`config.mk`:
```
export PLATFORM = sky130hd
export DESIGN_NAME = fabric_tag_xlate_top
export DESIGN_NICKNAME = d
export VERILOG_FILES = /design/src/rtl/fabric_pkg.sv /design/src/rtl/fabric_tag_xlate_top.sv /design/src/rtl/fabric_tag_demux.sv /design/src/rtl/fabric_map_tag.sv /design/src/rtl/fabric_map_table.sv /design/src/rtl/fabric_stream_buffer.sv
export SDC_FILE = /design/constraint.sdc
export NUM_CORES = 1
export LEC_CHECK = 0
export BUFFER_PORTS_ARGS = -buffer_cell sky130_fd_sc_hd__buf_4
export CORE_MARGIN = 10
export CORE_UTILIZATION = 35
export DETAILED_ROUTE_END_ITERATION = 16
export GPL_TIMING_DRIVEN = 1
export PLACE_DENSITY = 0.62
export REMOVE_ABC_BUFFERS = 1
export SLEW_MARGIN = 20
export SYNTH_ARGS = -nofsm -noshare
export SYNTH_HDL_FRONTEND = slang
export SYNTH_HIERARCHICAL = 1
export SYNTH_SLANG_ARGS = --single-unit
```
`constraint.sdc`:
```
create_clock -name clk -period 3.5 [get_ports clk]
set_input_delay 0.525 -clock clk [delete_from_list [all_inputs] [get_ports clk]]
set_output_delay 0.525 -clock clk [all_outputs]
set_load 0.05 [all_outputs]
```
`src/rtl/fabric_pkg.sv`:
```
package fabric_pkg;

  // --------------------------------------------------
  // Widths and sizes
  // --------------------------------------------------

  // Value carried by every stream item
  localparam int DATA_W = 32;

  // Source tag on the input side
  localparam int IN_TAG_W = 4;

  // Destination tag after translation
  localparam int OUT_TAG_W = 2;

  // Number of CAM entries in the map table
  localparam int TABLE_SIZE = 4;
  localparam int TABLE_IDX_W = $clog2(TABLE_SIZE);

  // One output lane per destination tag value
  localparam int NUM_LANES = 1 << OUT_TAG_W;

  // --------------------------------------------------
  // Error reporting
  // --------------------------------------------------

  localparam int ERR_W = 16;

  // Nothing latched yet
  localparam logic [ERR_W-1:0] ERR_NONE = 16'h0000;

  // Two valid table entries share one source tag
  localparam logic [ERR_W-1:0] CFG_MAP_TAG_DUP_TAG = 16'h0001;

  // Valid input item hit no valid entry
  localparam logic [ERR_W-1:0] RT_MAP_TAG_NO_MATCH = 16'h0002;

  // --------------------------------------------------
  // Stream payloads
  // --------------------------------------------------

  // Item before translation
  typedef struct packed {
    logic [IN_TAG_W-1:0] tag;
    logic [DATA_W-1:0]   value;
  } in_item_t;

  // Item after translation
  typedef struct packed {
    logic [OUT_TAG_W-1:0] tag;
    logic [DATA_W-1:0]    value;
  } out_item_t;

  // --------------------------------------------------
  // Map table
  // --------------------------------------------------

  // One CAM entry, valid bit in the LSB
  typedef struct packed {
    logic [OUT_TAG_W-1:0] dst_tag;
    logic [IN_TAG_W-1:0]  src_tag;
    logic                 valid;
  } map_entry_t;

  // Whole table as seen by the mapper
  typedef map_entry_t [TABLE_SIZE-1:0] map_table_t;

endpackage
```
`src/rtl/fabric_tag_xlate_top.sv`:
```
`timescale 1ns/100ps

module fabric_tag_xlate_top (
  input  logic                                                   clk,
  input  logic                                                   rst_n,
  input  logic                                                   in_valid,
  output logic                                                   in_ready,
  input  fabric_pkg::in_item_t                                   in_item,
  input  logic                                                   cfg_we,
  input  logic [fabric_pkg::TABLE_IDX_W-1:0]                    cfg_index,
  input  fabric_pkg::map_entry_t                                 cfg_entry,
  output logic [fabric_pkg::NUM_LANES-1:0]                      lane_valid,
  input  logic [fabric_pkg::NUM_LANES-1:0]                      lane_ready,
  output logic [fabric_pkg::NUM_LANES-1:0][fabric_pkg::DATA_W-1:0] lane_value,
  output logic                                                   error_valid,
  output logic [fabric_pkg::ERR_W-1:0]                          error_code
);

  import fabric_pkg::*;

  // Input buffer to mapper
  logic       ib_valid;
  logic       ib_ready;
  in_item_t   ib_item;

  // Mapper to output buffer
  logic       mt_valid;
  logic       mt_ready;
  out_item_t  mt_item;

  // Output buffer to demux
  logic       ob_valid;
  logic       ob_ready;
  out_item_t  ob_item;

  // Live table contents
  map_table_t table_q;

  // --------------------------------------------------
  // Data path
  // --------------------------------------------------

  fabric_stream_buffer #(.T(in_item_t)) in_buf_i (
    .clk         (clk),
    .rst_n       (rst_n),
    .in_valid    (in_valid),
    .in_ready    (in_ready),
    .in_payload  (in_item),
    .out_valid   (ib_valid),
    .out_ready   (ib_ready),
    .out_payload (ib_item)
  );

  fabric_map_tag map_tag_i (
    .clk         (clk),
    .rst_n       (rst_n),
    .in_valid    (ib_valid),
    .in_ready    (ib_ready),
    .in_item     (ib_item),
    .out_valid   (mt_valid),
    .out_ready   (mt_ready),
    .out_item    (mt_item),
    .table_q     (table_q),
    .error_valid (error_valid),
    .error_code  (error_code)
  );

  fabric_stream_buffer #(.T(out_item_t)) out_buf_i (
    .clk         (clk),
    .rst_n       (rst_n),
    .in_valid    (mt_valid),
    .in_ready    (mt_ready),
    .in_payload  (mt_item),
    .out_valid   (ob_valid),
    .out_ready   (ob_ready),
    .out_payload (ob_item)
  );

  fabric_tag_demux demux_i (
    .in_valid   (ob_valid),
    .in_ready   (ob_ready),
    .in_item    (ob_item),
    .lane_valid (lane_valid),
    .lane_ready (lane_ready),
    .lane_value (lane_value)
  );

  // --------------------------------------------------
  // Configuration
  // --------------------------------------------------

  fabric_map_table map_table_i (
    .clk       (clk),
    .rst_n     (rst_n),
    .cfg_we    (cfg_we),
    .cfg_index (cfg_index),
    .cfg_entry (cfg_entry),
    .table_q   (table_q)
  );

endmodule

```
`src/rtl/fabric_tag_demux.sv`:
```
`timescale 1ns/100ps

module fabric_tag_demux (
  input  logic                                                   in_valid,
  output logic                                                   in_ready,
  input  fabric_pkg::out_item_t                                  in_item,
  output logic [fabric_pkg::NUM_LANES-1:0]                      lane_valid,
  input  logic [fabric_pkg::NUM_LANES-1:0]                      lane_ready,
  output logic [fabric_pkg::NUM_LANES-1:0][fabric_pkg::DATA_W-1:0] lane_value
);

  import fabric_pkg::*;

  // One-hot lane select from the destination tag
  logic [NUM_LANES-1:0] lane_sel;

  // --------------------------------------------------
  // Lane decode
  // --------------------------------------------------

  always_comb begin
    lane_sel = '0;
    lane_sel[in_item.tag] = 1'b1;
  end

  // Valid reaches the selected lane only
  assign lane_valid = in_valid ? lane_sel : '0;

  // --------------------------------------------------
  // Back-pressure
  // --------------------------------------------------

  // Upstream waits on the target lane alone
  // other lanes stalling have no effect on this item
  assign in_ready = |(lane_ready & lane_sel);

  // --------------------------------------------------
  // Value fan-out
  // --------------------------------------------------

  // Every lane sees the same value
  // lane_valid says which one should take it
  always_comb begin
    for (int i = 0; i < NUM_LANES; i++) begin
      lane_value[i] = in_item.value;
    end
  end

  // --------------------------------------------------
  // Checks
  // --------------------------------------------------

  // At most one lane offered an item at a time
  always_comb begin
    assert ($onehot0(lane_valid));
  end

endmodule

```
`src/rtl/fabric_map_tag.sv`:
```
`timescale 1ns/100ps

module fabric_map_tag (
  input  logic                          clk,
  input  logic                          rst_n,
  input  logic                          in_valid,
  output logic                          in_ready,
  input  fabric_pkg::in_item_t          in_item,
  output logic                          out_valid,
  input  logic                          out_ready,
  output fabric_pkg::out_item_t         out_item,
  input  fabric_pkg::map_table_t        table_q,
  output logic                          error_valid,
  output logic [fabric_pkg::ERR_W-1:0] error_code
);

  import fabric_pkg::*;

  logic [TABLE_SIZE-1:0] match_vec;
  logic                  match_found;
  logic [OUT_TAG_W-1:0]  matched_dst_tag;
  logic                  cfg_dup_tag;
  logic                  rt_no_match;

  // --------------------------------------------------
  // CAM compare
  // --------------------------------------------------

  // Only valid entries take part in the lookup
  always_comb begin
    for (int i = 0; i < TABLE_SIZE; i++) begin
      match_vec[i] = table_q[i].valid && (table_q[i].src_tag == in_item.tag);
    end
  end

  assign match_found = |match_vec;

  // Priority select
  // Scan from the top so the lowest matching index is written last
  always_comb begin
    matched_dst_tag = '0;
    for (int i = TABLE_SIZE - 1; i >= 0; i--) begin
      if (match_vec[i]) begin
        matched_dst_tag = table_q[i].dst_tag;
      end
    end
  end

  // --------------------------------------------------
  // Data path
  // --------------------------------------------------

  // Value passes untouched, only the tag is swapped
  assign out_item.value = in_item.value;
  assign out_item.tag   = matched_dst_tag;

  // Unmatched items never show valid downstream
  assign out_valid = in_valid && match_found;

  // Ready passes straight through
  // an unmatched item is dropped once downstream is ready
  assign in_ready = out_ready;

  // --------------------------------------------------
  // Error detection
  // --------------------------------------------------

  // Pairwise scan for two valid entries with one source tag
  always_comb begin
    cfg_dup_tag = 1'b0;
    for (int i = 0; i < TABLE_SIZE; i++) begin
      for (int j = i + 1; j < TABLE_SIZE; j++) begin
        if (table_q[i].valid && table_q[j].valid &&
            (table_q[i].src_tag == table_q[j].src_tag)) begin
          cfg_dup_tag = 1'b1;
        end
      end
    end
  end

  // Valid input with nowhere to go
  assign rt_no_match = in_valid && !match_found;

  // First error wins and sticks until reset
  always_ff @(posedge clk or negedge rst_n) begin
    if (!rst_n) begin
      error_valid <= 1'b0;
      error_code  <= ERR_NONE;
    end else if (!error_valid) begin
      // Table fault ranks above a runtime miss
      if (cfg_dup_tag) begin
        error_valid <= 1'b1;
        error_code  <= CFG_MAP_TAG_DUP_TAG;
      end else if (rt_no_match) begin
        error_valid <= 1'b1;
        error_code  <= RT_MAP_TAG_NO_MATCH;
      end
    end
  end

  // --------------------------------------------------
  // Checks
  // --------------------------------------------------

  // Latched error only clears through reset
  assert property (@(posedge clk) disable iff (!rst_n)
    error_valid |=> (error_valid && $stable(error_code)));

endmodule

```
`src/rtl/fabric_map_table.sv`:
```
`timescale 1ns/100ps

module fabric_map_table (
  input  logic                                clk,
  input  logic                                rst_n,
  input  logic                                cfg_we,
  input  logic [fabric_pkg::TABLE_IDX_W-1:0] cfg_index,
  input  fabric_pkg::map_entry_t              cfg_entry,
  output fabric_pkg::map_table_t              table_q
);

  import fabric_pkg::*;

  // --------------------------------------------------
  // Write decode
  // --------------------------------------------------

  // One enable per entry
  logic [TABLE_SIZE-1:0] entry_we;

  always_comb begin
    entry_we = '0;
    if (cfg_we) begin
      entry_we[cfg_index] = 1'b1;
    end
  end

  // --------------------------------------------------
  // Entry registers
  // --------------------------------------------------

  // Every entry comes up invalid so no tag maps before software loads it
  always_ff @(posedge clk or negedge rst_n) begin
    if (!rst_n) begin
      for (int i = 0; i < TABLE_SIZE; i++) begin
        table_q[i] <= '0;
      end
    end else begin
      for (int i = 0; i < TABLE_SIZE; i++) begin
        // Whole entry replaced at once
        if (entry_we[i]) begin
          table_q[i] <= cfg_entry;
        end
      end
    end
  end

  // --------------------------------------------------
  // Checks
  // --------------------------------------------------

  // Unknown index would corrupt an arbitrary entry
  assert property (@(posedge clk) disable iff (!rst_n)
    cfg_we |-> !$isunknown(cfg_index));

endmodule

```
`src/rtl/fabric_stream_buffer.sv`:
```
`timescale 1ns/100ps

module fabric_stream_buffer #(
  parameter type T = logic
) (
  input  logic clk,
  input  logic rst_n,
  input  logic in_valid,
  output logic in_ready,
  input  T     in_payload,
  output logic out_valid,
  input  logic out_ready,
  output T     out_payload
);

  // Two payload slots used as a tiny circular FIFO
  T           slot_q [2];
  logic       wr_ptr_q;
  logic       rd_ptr_q;
  logic [1:0] count_q;
  logic [1:0] count_d;
  logic       ready_q;
  logic       push;
  logic       pop;

  // --------------------------------------------------
  // Handshake
  // --------------------------------------------------

  // Ready comes from a flop so upstream never sees the downstream ready path
  assign in_ready    = ready_q;
  assign push        = in_valid && ready_q;
  assign out_valid   = (count_q != 2'd0);
  assign pop         = out_valid && out_ready;
  assign out_payload = slot_q[rd_ptr_q];

  // Fill level for the next cycle
  always_comb begin
    case ({push, pop})
      2'b10:   count_d = count_q + 2'd1;
      2'b01:   count_d = count_q - 2'd1;
      default: count_d = count_q;
    endcase
  end

  // --------------------------------------------------
  // Control state
  // --------------------------------------------------

  always_ff @(posedge clk or negedge rst_n) begin
    if (!rst_n) begin
      wr_ptr_q <= 1'b0;
      rd_ptr_q <= 1'b0;
      count_q  <= 2'd0;
      // Held low until the first edge out of reset
      ready_q  <= 1'b0;
    end else begin
      if (push) begin
        wr_ptr_q <= ~wr_ptr_q;
      end
      if (pop) begin
        rd_ptr_q <= ~rd_ptr_q;
      end
      count_q <= count_d;
      ready_q <= (count_d != 2'd2);
    end
  end

  // Payload slots
  always_ff @(posedge clk) begin
    if (push) begin
      slot_q[wr_ptr_q] <= in_payload;
    end
  end

  // Registered ready must keep writes out of a full buffer
  assert property (@(posedge clk) disable iff (!rst_n)
    (count_q == 2'd2) |-> !push);

endmodule

```
-- Yosys cells after proc, flatten, opt, wreduce, memory -nomap -nowiden
Memories as Yosys holds them, arrays and structs flattened.
Index checks and enable logic that the tools add are counted.
W data, S select, Z words.
- eq/ne operators: 16
- bitwise logic cells: 6
- reduce and logical (&&, ||, !) cells: 31
- add/subtract/negate cells: 4
- magnitude comparators: 4
- mux-type cells: 27
- operators by type and width (kind ; number):
    $eq A4 B4 Y1 ; 10
    $mux W16 ; 2
    $logic_and A1 B1 Y1 ; 24
    $mux W1 ; 15
    $mux W2 ; 4
    $mux W4 ; 2
    $pmux W2 S2 ; 2
    $reduce_or A4 Y1 ; 2
    $lt A2 B3 Y1 const B ; 2
    $reduce_bool A2 Y1 ; 3
    $not A1 Y1 ; 5
    $add A2 B1 Y2 const B ; 2
    $and A4 B4 Y4 ; 1
    $demux W1 S2 ; 2
    $eq A2 B1 Y1 const B ; 2
    $eq A2 B2 Y1 const B ; 2
    $ge A2 B1 Y1 const B ; 2
    $ne A2 B2 Y1 const B ; 2
    $sub A2 B1 Y2 const B ; 2
    $reduce_and A2 Y1 ; 1
    $logic_not A1 Y1 ; 1
- input bits: 53
- output and inout port bits: 150
- RAM bits: 140
- bits in registers: 55
- memories kept: 2
- logic and storage cells: 112
- memory list (memory ; words ; width ; rd ports ; clocked after Yosys merged registers in ; write ports ; RTL line ; source):
    in_buf_i.slot_q ; 2 ; 36 ; 1 ; 0 ; 1 ; fabric_stream_buffer.sv:17 ; T slot_q [2];
    out_buf_i.slot_q ; 2 ; 34 ; 1 ; 0 ; 1 ; fabric_stream_buffer.sv:17 ;

-- Depth between registers and ports, before layout
Gate-level depths: netlist of run 1.
An unclocked memory read counts as a cell.
- depth in word-level cells: 11
- depth in mapped cells: 13
- mapped depth without buffers: 11

-- Hierarchy
Netlist of run 1, hierarchy kept.
- by module, submodules not included (module ; sequential area each (um2) ; times used ; cells each ; area an instance (um2)):
    fabric_stream_buffer (in_buf_i) ; 2287.2 ; 1 ; 134 ; 2857.7
    fabric_stream_buffer (out_buf_i) ; 2167.1 ; 1 ; 128 ; 2715.1
    fabric_map_tag ; 75.1 ; 1 ; 139 ; 1111.1
    fabric_map_table ; 700.7 ; 1 ; 60 ; 1067.3
    fabric_tag_demux ; 0.0 ; 1 ; 133 ; 1018.5

-- Worst setup path before layout of run 1
No wires, ideal clock.
- kind: flip-flop to flip-flop
- start point: register in_buf_i.rd_ptr_q
- end point: memory out_buf_i/slot_q[0][0] in the netlist's numbering, enable pin
- buffers on the path: 2
- path slack: -0.307 ns
- stages on the path, launching flop included: 10
- arrival: 3.382 ns
- period minus slack after synthesis: 3.807 ns
- data required time: 3.075 ns
- setup time: 0.425 ns
- cells stage by stage: dfrtp_1 buf_6 buf_6 mux2_2 xor2_1 nor4_4 nor4_4 nor2b_1 nand2_1 nor2_1
- RTL lines (item ; RTL line ; source):
    start: declaration ; fabric_stream_buffer.sv:19 ; logic rd_ptr_q;
    start signal: assignment ; fabric_stream_buffer.sv:62 ; rd_ptr_q <= ~rd_ptr_q;
    end: declaration ; fabric_stream_buffer.sv:17 ;

==> results of run 1 <==
-- cell usage in the layout (no fill, tap or decap), types with 3 or more instances in the layout --
| master | instances |
|---|---|
| inv_6 | 4 |
| xor2_1 | 29 |
| nor3_1 | 3 |
| mux2_2 | 96 |
| nor2_1 | 6 |
| inv_8 | 4 |
| clkbuf_16 | 17 |
| nand2_1 | 10 |
| clkinv_8 | 4 |
| nand3b_1 | 3 |
| nor4_4 | 3 |
| nand3_1 | 6 |
| conb_1 | 14 |
| buf_4 | 191 |
| nand3b_2 | 3 |
| xnor2_1 | 18 |
| and3_2 | 3 |
| inv_1 | 6 |
| edfxtp_1 | 140 |
| dfrtp_1 | 40 |
-- registers in the layout (all words and copies together) (netlist names) --
name and count:
out_buf_i/count_q 2, out_buf_i/wr_ptr_q 1, map_table_i/table_q 28, in_buf_i/wr_ptr_q 1
in_buf_i/in_ready 1, out_buf_i/in_ready 1, map_tag_i/error_code 2, out_buf_i/slot_q 68
out_buf_i/rd_ptr_q 1, in_buf_i/rd_ptr_q 1, in_buf_i/count_q 2, map_tag_i/error_valid 1
in_buf_i/slot_q 72
-- stage by stage --
| step | power [mW] | TNS [ns] | area [um2] |
|---|---|---|---|
| floorplan | 6.744 | -34.43 | 7403 |
| global placement | 8.151 | 0 | 9301 |
| detailed placement | 8.248 | 0 | 9301 |
| CTS | 10.19 | 0 | 9913 |
| global route | 10.51 | 0 | 9913 |
| finish | 10.07 | 0 | 9913 |
-- area by class of cell --
class / count / area, um2 / area share [%]
Sequential cell: 181 / 5231 / 52.77
Multi-Input combinational cell: 234 / 2168 / 21.87
Timing Repair Buffer: 193 / 1474 / 14.87
Clock buffer: 18 / 429.2 / 4.329
Tap cell: 324 / 405.4 / 4.089
Clock inverter: 14 / 182.7 / 1.843
Inverter: 6 / 22.52 / 0.2272
-- kinds of logic (layout without fill, tap and decap cells) --
family / Yosys count / count (layout)
flip-flops: 181 / 181
XOR/XNOR: 47 / 47
buffers and inverters: 192 / 231
adder cells (fa/ha/maj): 2 / 2
multiplexers: 99 / 99
AO/OA/AOI/OAI: 17 / 17
AND/OR/NAND/NOR: 55 / 55
other: 1 / 14
-- power by group through the flow --
stage | combinational [mW] | clock (mW) | sequential, mW
after detailed placement | 5.04 | 0 | 3.20
final | 4.98 | 1.93 | 3.15
after global routing | 5.22 | 2.09 | 3.20
after CTS | 5.06 | 1.98 | 3.16
after global placement | 4.97 | 0 | 3.18
after floorplan | 3.50 | 0 | 3.24
-- per-layer routing --
layer	part of all wire [%]	global-route usage, %	vias to the layer above
li1	-	-	2004
met1	39	12.89	2234
met2	50	19.29	198
met3	10	4.207	14
met4	0.94	2.962	0
met5	0	0	-
-- critical path: stages, from the launching register on --
cell	delay [ns]
dfrtp_2	0.41
mux2_2	0.42
xor2_1	0.21
nor4_4	0.46
nor4_4	0.11
nor2b_1	0.16
nand2_1	0.16
nor2_4	0.36
buf_12	0.24
-- worst max-delay path by stage --
stage                                 start                       to  slack [ns]  depth (start not counted)
after floorplan           in_buf_i/rd_ptr_q   out_buf_i/slot_q[0][0]       -0.85                          7
after CTS                 in_buf_i/rd_ptr_q   out_buf_i/slot_q[0][2]        0.63                          8
after detailed placement  in_buf_i/rd_ptr_q  out_buf_i/slot_q[0][21]        0.63                          8
after global routing      in_buf_i/rd_ptr_q  out_buf_i/slot_q[0][12]        0.47                          9
final                     in_buf_i/rd_ptr_q  out_buf_i/slot_q[0][12]        0.66                          8
after global placement    in_buf_i/rd_ptr_q  out_buf_i/slot_q[0][21]        0.73                          8
==> flow_metrics.py, run 1 <==
metrics = {
    "setup_path": {
        "setup.worst_path.class": "reg2reg",
        "cp.arrival_ns": 2.97,
        "required_ns": 3.63,
        "rrSetupSlack_ns": 0.66,
        "r2r-end": "out_buf_i/slot_q[0][12]",
        "startpoint_type": "flop",
        "worstReg2RegStart": "in_buf_i/rd_ptr_q",
        "crit_path_end_kind": "flop",
        "reg2reg_depth": 8,
        "cp_max_fo": 23,
    },
    "final_layout": {
        "instances_no_fill": 970,
        "nNetsFinal": 688,
        "antenna_cells": 0,
        "area_delta_synth_final_pct": 13.04,
        "final_util_pct": 40.52,
        "drive_above_1_share_pct": 53.41,
        "fill_cells": 2217,
    },
    "timing": {
        "fin_crit_ns": 2.838,
        "hold-worst-slack_ns": 0.07728,
        "worst_slew_pin_slew_ns": 1.015,
        "hold_viol": 0,
        "finalClockSkew_ns": 0.01335,
        "rsz0062_at_grt": "false",
        "slew_violations": 0,
        "setup_violations": 0,
        "fin_ws_ns": 0.6617,
        "post-route-period-util_pct": 81.09,
        "maxSlewHeadroom_pct": 32.35,
        "clock.fmax_mhz": 352.3,
    },
    "yosys": {
        "yosysTopAreaCellShare_pct": 47.94,
        "async_reset_ff_share_pct": 22.65,
        "synth_edf_count": 140,
        "yosysMostFrequentCell": "buf_4",
        "synthFlopType": "edfxtp_1",
        "netlist_area_um2": 8770,
        "synthMuxAreaShare_pct": 12.84,
        "synth.largest_area_cell": "edfxtp_1",
        "ys_warn_count": 6,
        "synth_xor_area_share_pct": 4.694,
        "synth_top_family_by_area": "buffers and inverters",
        "synth.ff_latch_count": 181,
        "synth_commonest_cells": "175 x buf_4, 140 x edfxtp_1, 96 x mux2_2, 41 x dfrtp_1, 29 x xor2_1",
        "syn_avg_cell_area_um2": 14.76,
        "synth-simple-area-share_pct": 4.623,
        "yosys.area_share.adder_pct": 0.2853,
        "ys_seq_area_share_pct": 59.64,
        "synth.area.top_cells": "edfxtp_1 48%, buf_4 15%, mux2_2 12%, dfrtp_1 12%, xor2_1 2.9%",
        "synth-compound-area-share_pct": 1.484,
        "syn_inst": 594,
        "synth_cell_types": 44,
    },
    "detailed_routing": {
        "antenna_left": 0,
        "avgViaCountPerCell": 4.588,
        "wirelength_um": 18350,
        "drt-initial-drc-count": 279,
        "drc": 0,
        "dr.pass1.iters": 4,
        "drt-wirelength-per-cell_um": 18.92,
        "num_vias": 4450,
    },
    "placement": {
        "dpl_worst_slack_ns": 0.6319,
        "place_hpwl_um": 13690,
        "portBuffers": 188,
        "place.gp.congestion": 0.8481,
        "dpl.cell_count": 938,
    },
    "pwr": {
        "seqPwrFrac_pct": 31.3,
        "power.internal_mw": 5.489,
        "leakage_nw": 3.820,
        "irDropWorstVdd_uv": 561.1,
        "comb_power_share_pct": 49.5,
        "clockPowerShare_pct": 19.2,
        "power.switching_fraction_pct": 45.49,
        "p_sw_mw": 4.581,
        "cellPowerDensity_nw_per_um2": 1016,
    },
    "clocking": {
        "clk_path_buf_depth": 2,
        "cts_setup_buffers": 0,
        "cts_sinks": 181,
        "cts_made_buffers": 17,
        "cts_hold_buf": 0,
        "cts.repair.resized": 0,
        "cts_max_level": 4,
        "clock_latency_ns": 0.43,
        "ctsRootBufferMaster": "clkbuf_16",
        "clkTransAtPathRegs_ns": 0.07,
        "cts_tree": "done",
    },
    "run_status": {
        "status": "completed",
    },
    "global_routing": {
        "grt_overflow": 0,
        "grt_pass1_vias": 4630,
        "grt_util_all_layers_pct": 11.22,
        "antenna_found_initial": 0,
        "grt_max_degree": 42,
        "grt_first_pass_wirelength_um": 27260,
    },
    "floorplan": {
        "initial_core_util_pct": 35.85,
        "core_area_um2": 24460,
        "die_width_um": 178.3,
        "die_h_um": 178.3,
        "fp-row-count": 57,
        "dieArea_um2": 31790,
        "ioPinCount": 203,
    },
    "worst_hold_path": {
        "holdCritPathClass": "in2async",
    },
    "job": {
        "max_cap_viol_count": 0,
    },
}
Power figures use the tool's default switching activity.
==> inputs of run 2 (changes only) <==
--- a/config.mk
+++ b/config.mk
@@ -10,7 +10,7 @@
 export CORE_UTILIZATION = 35
 export DETAILED_ROUTE_END_ITERATION = 16
 export GPL_TIMING_DRIVEN = 1
-export PLACE_DENSITY = 0.62
+export PLACE_DENSITY = 0.6
 export REMOVE_ABC_BUFFERS = 1
 export SLEW_MARGIN = 20
 export SYNTH_ARGS = -nofsm -noshare
==> constraint.sdc (replaced) <==
create_clock -name clk -period 2.7 [get_ports clk]
set_input_delay 0.405 -clock clk [delete_from_list [all_inputs] [get_ports clk]]
set_output_delay 0.405 -clock clk [all_outputs]
set_load 0.05 [all_outputs]
==> run 2 against run 1 <==
Worst hold slack better by 0.083 ns. Sequential share of layout area is 0.63 points lower. Largest cell class unchanged. Clock skew is 0.0025 ns higher. Largest power group unchanged. Design area is 1.2% higher. Critical path depth is 2 higher. Non-clock buffer count is 10 higher. Register-to-register slack worse by 0.55 ns. Worst setup slack worse by 0.55 ns.
==> flow_metrics.py, run 2 (synthesis results as in run 1) <==
metrics = {
    "pwr": {
        "leakage_nw": 3.878,
        "comb_power_share_pct": 50.5,
        "power.switching_fraction_pct": 45.59,
        "clockPowerShare_pct": 18.3,
        "power_mw": 13.07,
        "seqPwrFrac_pct": 31.2,
        "cellPowerDensity_nw_per_um2": 1303,
        "irDropWorstVdd_uv": 687.5,
        "power.internal_mw": 7.112,
        "p_sw_mw": 5.959,
    },
    "final_layout": {
        "largest_reg_flops": 72,
        "final_util_pct": 41.02,
        "drive_above_1_share_pct": 54.73,
        "instances_no_fill": 980,
        "antenna_cells": 0,
        "reg.largest.list": "in_buf_i/slot_q: 72 flops, out_buf_i/slot_q: 68 flops, map_table_i/table_q: 28 flops",
        "top_register": "in_buf_i/slot_q",
        "fin_area_um2": 10030,
        "area_delta_synth_final_pct": 14.42,
        "final_cell_mix": "198 x buf_4, 140 x edfxtp_1, 94 x mux2_2, 39 x dfrtp_1, 29 x xor2_1",
        "layout_commonest_cell": "buf_4",
        "nNetsFinal": 698,
    },
    "timing": {
        "fin_crit_ns": 2.586,
        "hold-worst-slack_ns": 0.1601,
        "finalClockSkew_ns": 0.01583,
        "tns_ns": 0,
        "fin_ws_ns": 0.1142,
        "clock.fmax_mhz": 386.7,
        "setup_violations": 0,
        "slew_violations": 0,
        "post-route-period-util_pct": 95.77,
        "worst_slew_pin_slew_ns": 0.5582,
        "hold_viol": 0,
        "maxSlewHeadroom_pct": 62.78,
    },
    "global_routing": {
        "antenna_found_initial": 0,
        "grt_pass1_vias": 4584,
        "grt_overflow": 0,
        "grt_first_pass_wirelength_um": 26100,
        "grt_max_degree": 42,
        "grt_util_all_layers_pct": 10.77,
    },
    "detailed_routing": {
        "avgViaCountPerCell": 4.519,
        "dr.pass1.iters": 4,
        "antenna_left": 0,
        "num_vias": 4429,
        "drc": 0,
        "drt-initial-drc-count": 212,
        "wirelength_um": 18190,
        "drt-wirelength-per-cell_um": 18.56,
    },
    "clocking": {
        "clk_path_buf_depth": 2,
        "ctsRootBufferMaster": "clkbuf_16",
        "clkTransAtPathRegs_ns": 0.08,
        "cts_sinks": 181,
        "clock_latency_ns": 0.43,
        "cts_tree": "done",
        "cts_made_buffers": 17,
        "cts_max_level": 4,
    },
    "setup_path": {
        "startpoint": "in_buf_i/rd_ptr_q",
        "setup.worst_path.class": "reg2reg",
        "cp_max_fo": 26,
        "startpoint_type": "flop",
        "cp.arrival_ns": 2.71,
        "crit_path_end_kind": "flop",
        "worstReg2RegStart": "in_buf_i/rd_ptr_q",
        "required_ns": 2.82,
    },
    "floorplan": {
        "die_width_um": 178.3,
        "core_area_um2": 24460,
        "fp-row-count": 57,
        "die_h_um": 178.3,
        "dieArea_um2": 31790,
        "ioPinCount": 203,
        "initial_core_util_pct": 35.85,
    },
    "run_status": {
        "status": "completed",
    },
    "placement": {
        "place.gp.congestion": 0.8619,
        "dpl.cell_count": 945,
        "dpl_worst_slack_ns": -0.04810,
        "portBuffers": 188,
        "place_hpwl_um": 13520,
        "dpl_cell_area_um2": 9380,
    },
    "worst_hold_path": {
        "holdCritStartpoint": "in_item[4]",
        "holdCritPathClass": "in2reg",
    },
    "job": {
        "max_cap_viol_count": 0,
    },
}
-- run 2: cell types whose count changed in the layout (fill, tap and decap cells not counted), moves of 2 or more --
cell / previous run / this run
mux2_2: 96 / 94
mux2_4: 0 / 2
clkinv_4: 0 / 5
inv_6: 4 / 0
buf_4: 191 / 198
buf_12: 2 / 4
-- run 2: repair_timing --
item,in CTS,in global routing
resized for setup,4,3
endpoints found under the setup margin,1,2
hold endpoints to repair,41,0
setup buffers,0,2
hold buffers,1,0
pin swaps,1,5
-- run 2: critical path, cell delays in order (launching register included) --
cell and delay (ns):
dfrtp_2 0.45, mux2_4 0.35, xnor2_1 0.16, nand2_1 0.11
nor4_4 0.37, nor4_4 0.09, nor2b_2 0.16, nand2_2 0.11
buf_4 0.16, nor2_4 0.11, buf_12 0.20
-- run 2: worst paths after layout --
check                                          end  slack, ns  cells after the start
min reg2reg                map_table_i/table_q[20]       0.52                      1
max reg2reg                 out_buf_i/slot_q[0][7]       0.11                     10
max                         out_buf_i/slot_q[0][7]       0.11                     10
max in group asynchronous       out_buf_i/rd_ptr_q       1.79                      2
min                          in_buf_i/slot_q[0][4]       0.16                      1
min in group asynchronous  map_tag_i/error_code[0]       0.51                      2
-- run 2: layer usage --
metal,track usage [%],vias up,wire length [um]
met5,0,-,0
met4,2.205,0,86
met3,3.784,9,1623
met2,19.10,169,9163
met1,12.28,2231,7313
li1,-,2020,-
-- run 2: layout make-up --
class / count / area, um2
inverters: 6 / 22.52
clock inverters: 14 / 161.4
multi-input cells: 234 / 2207
repair buffers: 203 / 1577
clock buffers: 18 / 429.2
fillers: 2227 / 14430
flip-flops and latches: 181 / 5233
well taps: 324 / 405.4
-- run 2: power groups by stage --
| stage | clock [mW] | sequential, mW | combinational [mW] |
|---|---|---|---|
| floorplan | 0 | 4.21 | 4.54 |
| global placement | 0 | 4.10 | 6.54 |
| finish | 2.39 | 4.08 | 6.60 |
| CTS | 2.46 | 4.07 | 6.65 |
| detailed placement | 0 | 4.13 | 6.61 |
| global route | 2.58 | 4.13 | 6.91 |
==> inputs of run 3 (changes only) <==
--- a/config.mk
+++ b/config.mk
@@ -10,7 +10,6 @@
 export CORE_UTILIZATION = 35
 export DETAILED_ROUTE_END_ITERATION = 16
 export GPL_TIMING_DRIVEN = 1
-export PLACE_DENSITY = 0.6
 export REMOVE_ABC_BUFFERS = 1
 export SLEW_MARGIN = 20
 export SYNTH_ARGS = -nofsm -noshare
==> constraint.sdc (replaced) <==
create_clock -name clk -period 2.26 [get_ports clk]
set_input_delay 0.339 -clock clk [delete_from_list [all_inputs] [get_ports clk]]
set_output_delay 0.339 -clock clk [all_outputs]
set_load 0.05 [all_outputs]
==> run 3 against run 2 <==
The run now ends with setup timing left. Worst setup slack worse by 0.40 ns. Sequential share of layout area decreased by 1.5 points. Highest routed layer unchanged. Sequential cell count did not move. Largest cell class unchanged. Clock power grew 23%. Critical endpoint is now out_buf_i/slot_q[0][6]. Worst hold slack worse by 0.063 ns.
==> flow_metrics.py, run 3 (synthesis results as in run 1) <==
metrics = {
    "run_status": {
        "status": "complete, but fails checks",
        "violations": "setup timing",
    },
    "placement": {
        "portBuffers": 188,
        "place.gp.congestion": 0.8990,
        "place_hpwl_um": 14110,
        "dpl_worst_slack_ns": -0.3808,
    },
    "pwr": {
        "irDropWorstVdd_uv": 805.1,
        "cellPowerDensity_nw_per_um2": 1547,
        "leakage_nw": 4.042,
        "power_mw": 15.99,
    },
    "final_layout": {
        "multiInputGateArea_um2": 2253,
        "reg.largest.list": "in_buf_i/slot_q: 72 flops, out_buf_i/slot_q: 68 flops, map_table_i/table_q: 28 flops",
        "final_cell_mix": "215 x buf_4, 140 x edfxtp_1, 92 x mux2_2, 39 x dfrtp_1, 26 x xor2_1",
        "area_delta_synth_final_pct": 17.88,
        "final_util_pct": 42.26,
        "antenna_cells": 0,
        "largest_reg_flops": 72,
        "drive_above_1_share_pct": 57.52,
        "top_register": "in_buf_i/slot_q",
        "layout_commonest_cell": "buf_4",
        "fill_cells": 2190,
        "nNetsFinal": 720,
        "seq_area_um2": 5233,
    },
    "timing": {
        "setup_violations": 71,
        "hold_viol": 0,
        "fin_ws_ns": -0.2877,
        "maxSlewHeadroom_pct": 65.36,
        "fin_crit_ns": 2.548,
        "post-route-period-util_pct": 112.7,
        "finalClockSkew_ns": 0.01392,
        "worst_slew_pin_slew_ns": 0.5190,
        "clock.fmax_mhz": 392.5,
        "slew_violations": 0,
        "rsz0062_at_grt": "true",
    },
    "setup_path": {
        "cp.depth": 10,
        "crit_family": "simple AND/OR/NAND/NOR gates",
        "reg2reg_depth": 10,
        "crit_path_end": "out_buf_i/slot_q[0][6]",
        "startpoint": "in_buf_i/rd_ptr_q",
        "cp.arrival_ns": 2.68,
        "rrSetupSlack_ns": -0.29,
        "crit_slowest_cell": "dfrtp_2",
        "cpPeakStageDelay_ns": 0.46,
        "crit_buf_inv": 2,
        "path_cells": "mux2_4 > xnor2_2 > nand2_1 > nor4_2 > buf_4 > nor4_4 > nor2b_2 > nand2_2 > nor2_4 > clkbuf_16",
        "crit_path_end_kind": "flop",
        "worstReg2RegStart": "in_buf_i/rd_ptr_q",
        "r2r-end": "out_buf_i/slot_q[0][6]",
        "required_ns": 2.39,
        "startpoint_type": "flop",
        "setup.worst_path.class": "reg2reg",
        "cp_max_fo": 13,
    },
    "floorplan": {
        "core_area_um2": 24460,
        "die_h_um": 178.3,
        "initial_core_util_pct": 35.85,
        "die_width_um": 178.3,
        "ioPinCount": 203,
        "dieArea_um2": 31790,
        "fp-row-count": 57,
    },
    "clocking": {
        "clkTransAtPathRegs_ns": 0.08,
        "clk_path_buf_depth": 2,
        "ctsRootBufferMaster": "clkbuf_16",
        "cts_tree": "done",
        "clock_latency_ns": 0.42,
        "cts_made_buffers": 17,
        "cts_max_level": 4,
        "cts_sinks": 181,
    },
    "job": {
        "max_cap_viol_count": 0,
    },
    "global_routing": {
        "antenna_found_initial": 0,
        "grt_max_degree": 42,
        "grt_util_all_layers_pct": 11.21,
        "grt_first_pass_wirelength_um": 27230,
        "grt_overflow": 0,
        "grt_pass1_vias": 4728,
    },
    "detailed_routing": {
        "drc": 0,
        "dr.pass1.iters": 4,
        "avgViaCountPerCell": 4.488,
        "wirelength_um": 18670,
        "drt-initial-drc-count": 266,
        "num_vias": 4497,
        "drt-wirelength-per-cell_um": 18.63,
        "antenna_left": 0,
    },
    "worst_hold_path": {
        "holdCritPathClass": "in2reg",
    },
}
## run 3: cell count changes in the layout (fill, tap and decap cells not counted), moves of 2 or more
cell,before,now
xor2_2,0,3
xor2_1,29,26
buf_12,4,7
mux2_2,94,92
clkinv_8,4,7
xnor2_1,18,16
buf_4,198,215
mux2_4,2,4
xnor2_2,0,2
clkinv_4,5,3
## run 3: what timing repair did
item                       in CTS  in global routing
gates cloned                    0                  1
pin swaps                       9                  5
hold buffers                    1                  0
setup endpoints to repair     191                 80
gates resized for setup        15                  7
hold endpoints to repair       41                  0
setup buffers                   3                  0
## run 3: worst min path at each step
stage	depth (start not counted)	start	slack [ns]	to
2_1_floorplan	0	rst_n	0.04	in_buf_i/count_q[0]
3_3_place_gp	1	rst_n	0.35	map_tag_i/error_code[1]
3_5_place_dp	1	rst_n	0.36	map_tag_i/error_code[0]
4_1_cts	1	in_item[20]	0.07	in_buf_i/slot_q[0][20]
5_1_grt	1	in_item[20]	0.06	in_buf_i/slot_q[0][20]
6_report	1	in_item[20]	0.1	in_buf_i/slot_q[0][20]
## run 3: stage by stage
stage / std cells / hold slack (ns) / area [um2] / TNS (ns)
after global placement: 966 / 0.3507 / 9550 / -15.07
after global routing: 1002 / 0.06171 / 10340 / -25.62
after detailed placement: 966 / 0.3556 / 9550 / -17.72
after floorplan: 421 / 0.04341 / 7403 / -158.95
final: 1002 / 0.09727 / 10340 / -15.97
after CTS: 1002 / 0.07424 / 10290 / -12.51
## run 3: routing by layer
metal	track usage [%]	vias up	share of wire (%)
met5	0	-	0
li1	-	2062	-
met2	20.25	162	51
met4	2.790	0	0.57
met3	3.340	8	8.7
met1	12.65	2265	39
## run 3: power breakdown
part / internal (mW) / switching, mW / total [mW]
logic: 2.76 / 5.47 / 8.23
clock network: 1.51 / 1.43 / 2.94
registers: 4.48 / 0.340 / 4.82
total: 8.76 / 7.23 / 16.0
## run 3: worst reg2reg max path, cell delays in order, from the launching register on
cell and delay, ns:
dfrtp_2 0.46, mux2_4 0.36, xnor2_2 0.14, nand2_1 0.08, nor4_2 0.30, buf_4 0.18
nor4_4 0.04, nor2b_2 0.16, nand2_2 0.12, nor2_4 0.22, clkbuf_16 0.22
## run 3: layout make-up
cell class	instances	area share (%)
Sequential cell	181	50.62
Multi-Input combinational cell	234	21.80
Timing Repair Buffer	225	17.42
Clock buffer	17	4.115
Tap cell	324	3.922
Clock inverter	15	1.912
Inverter	6	0.2179
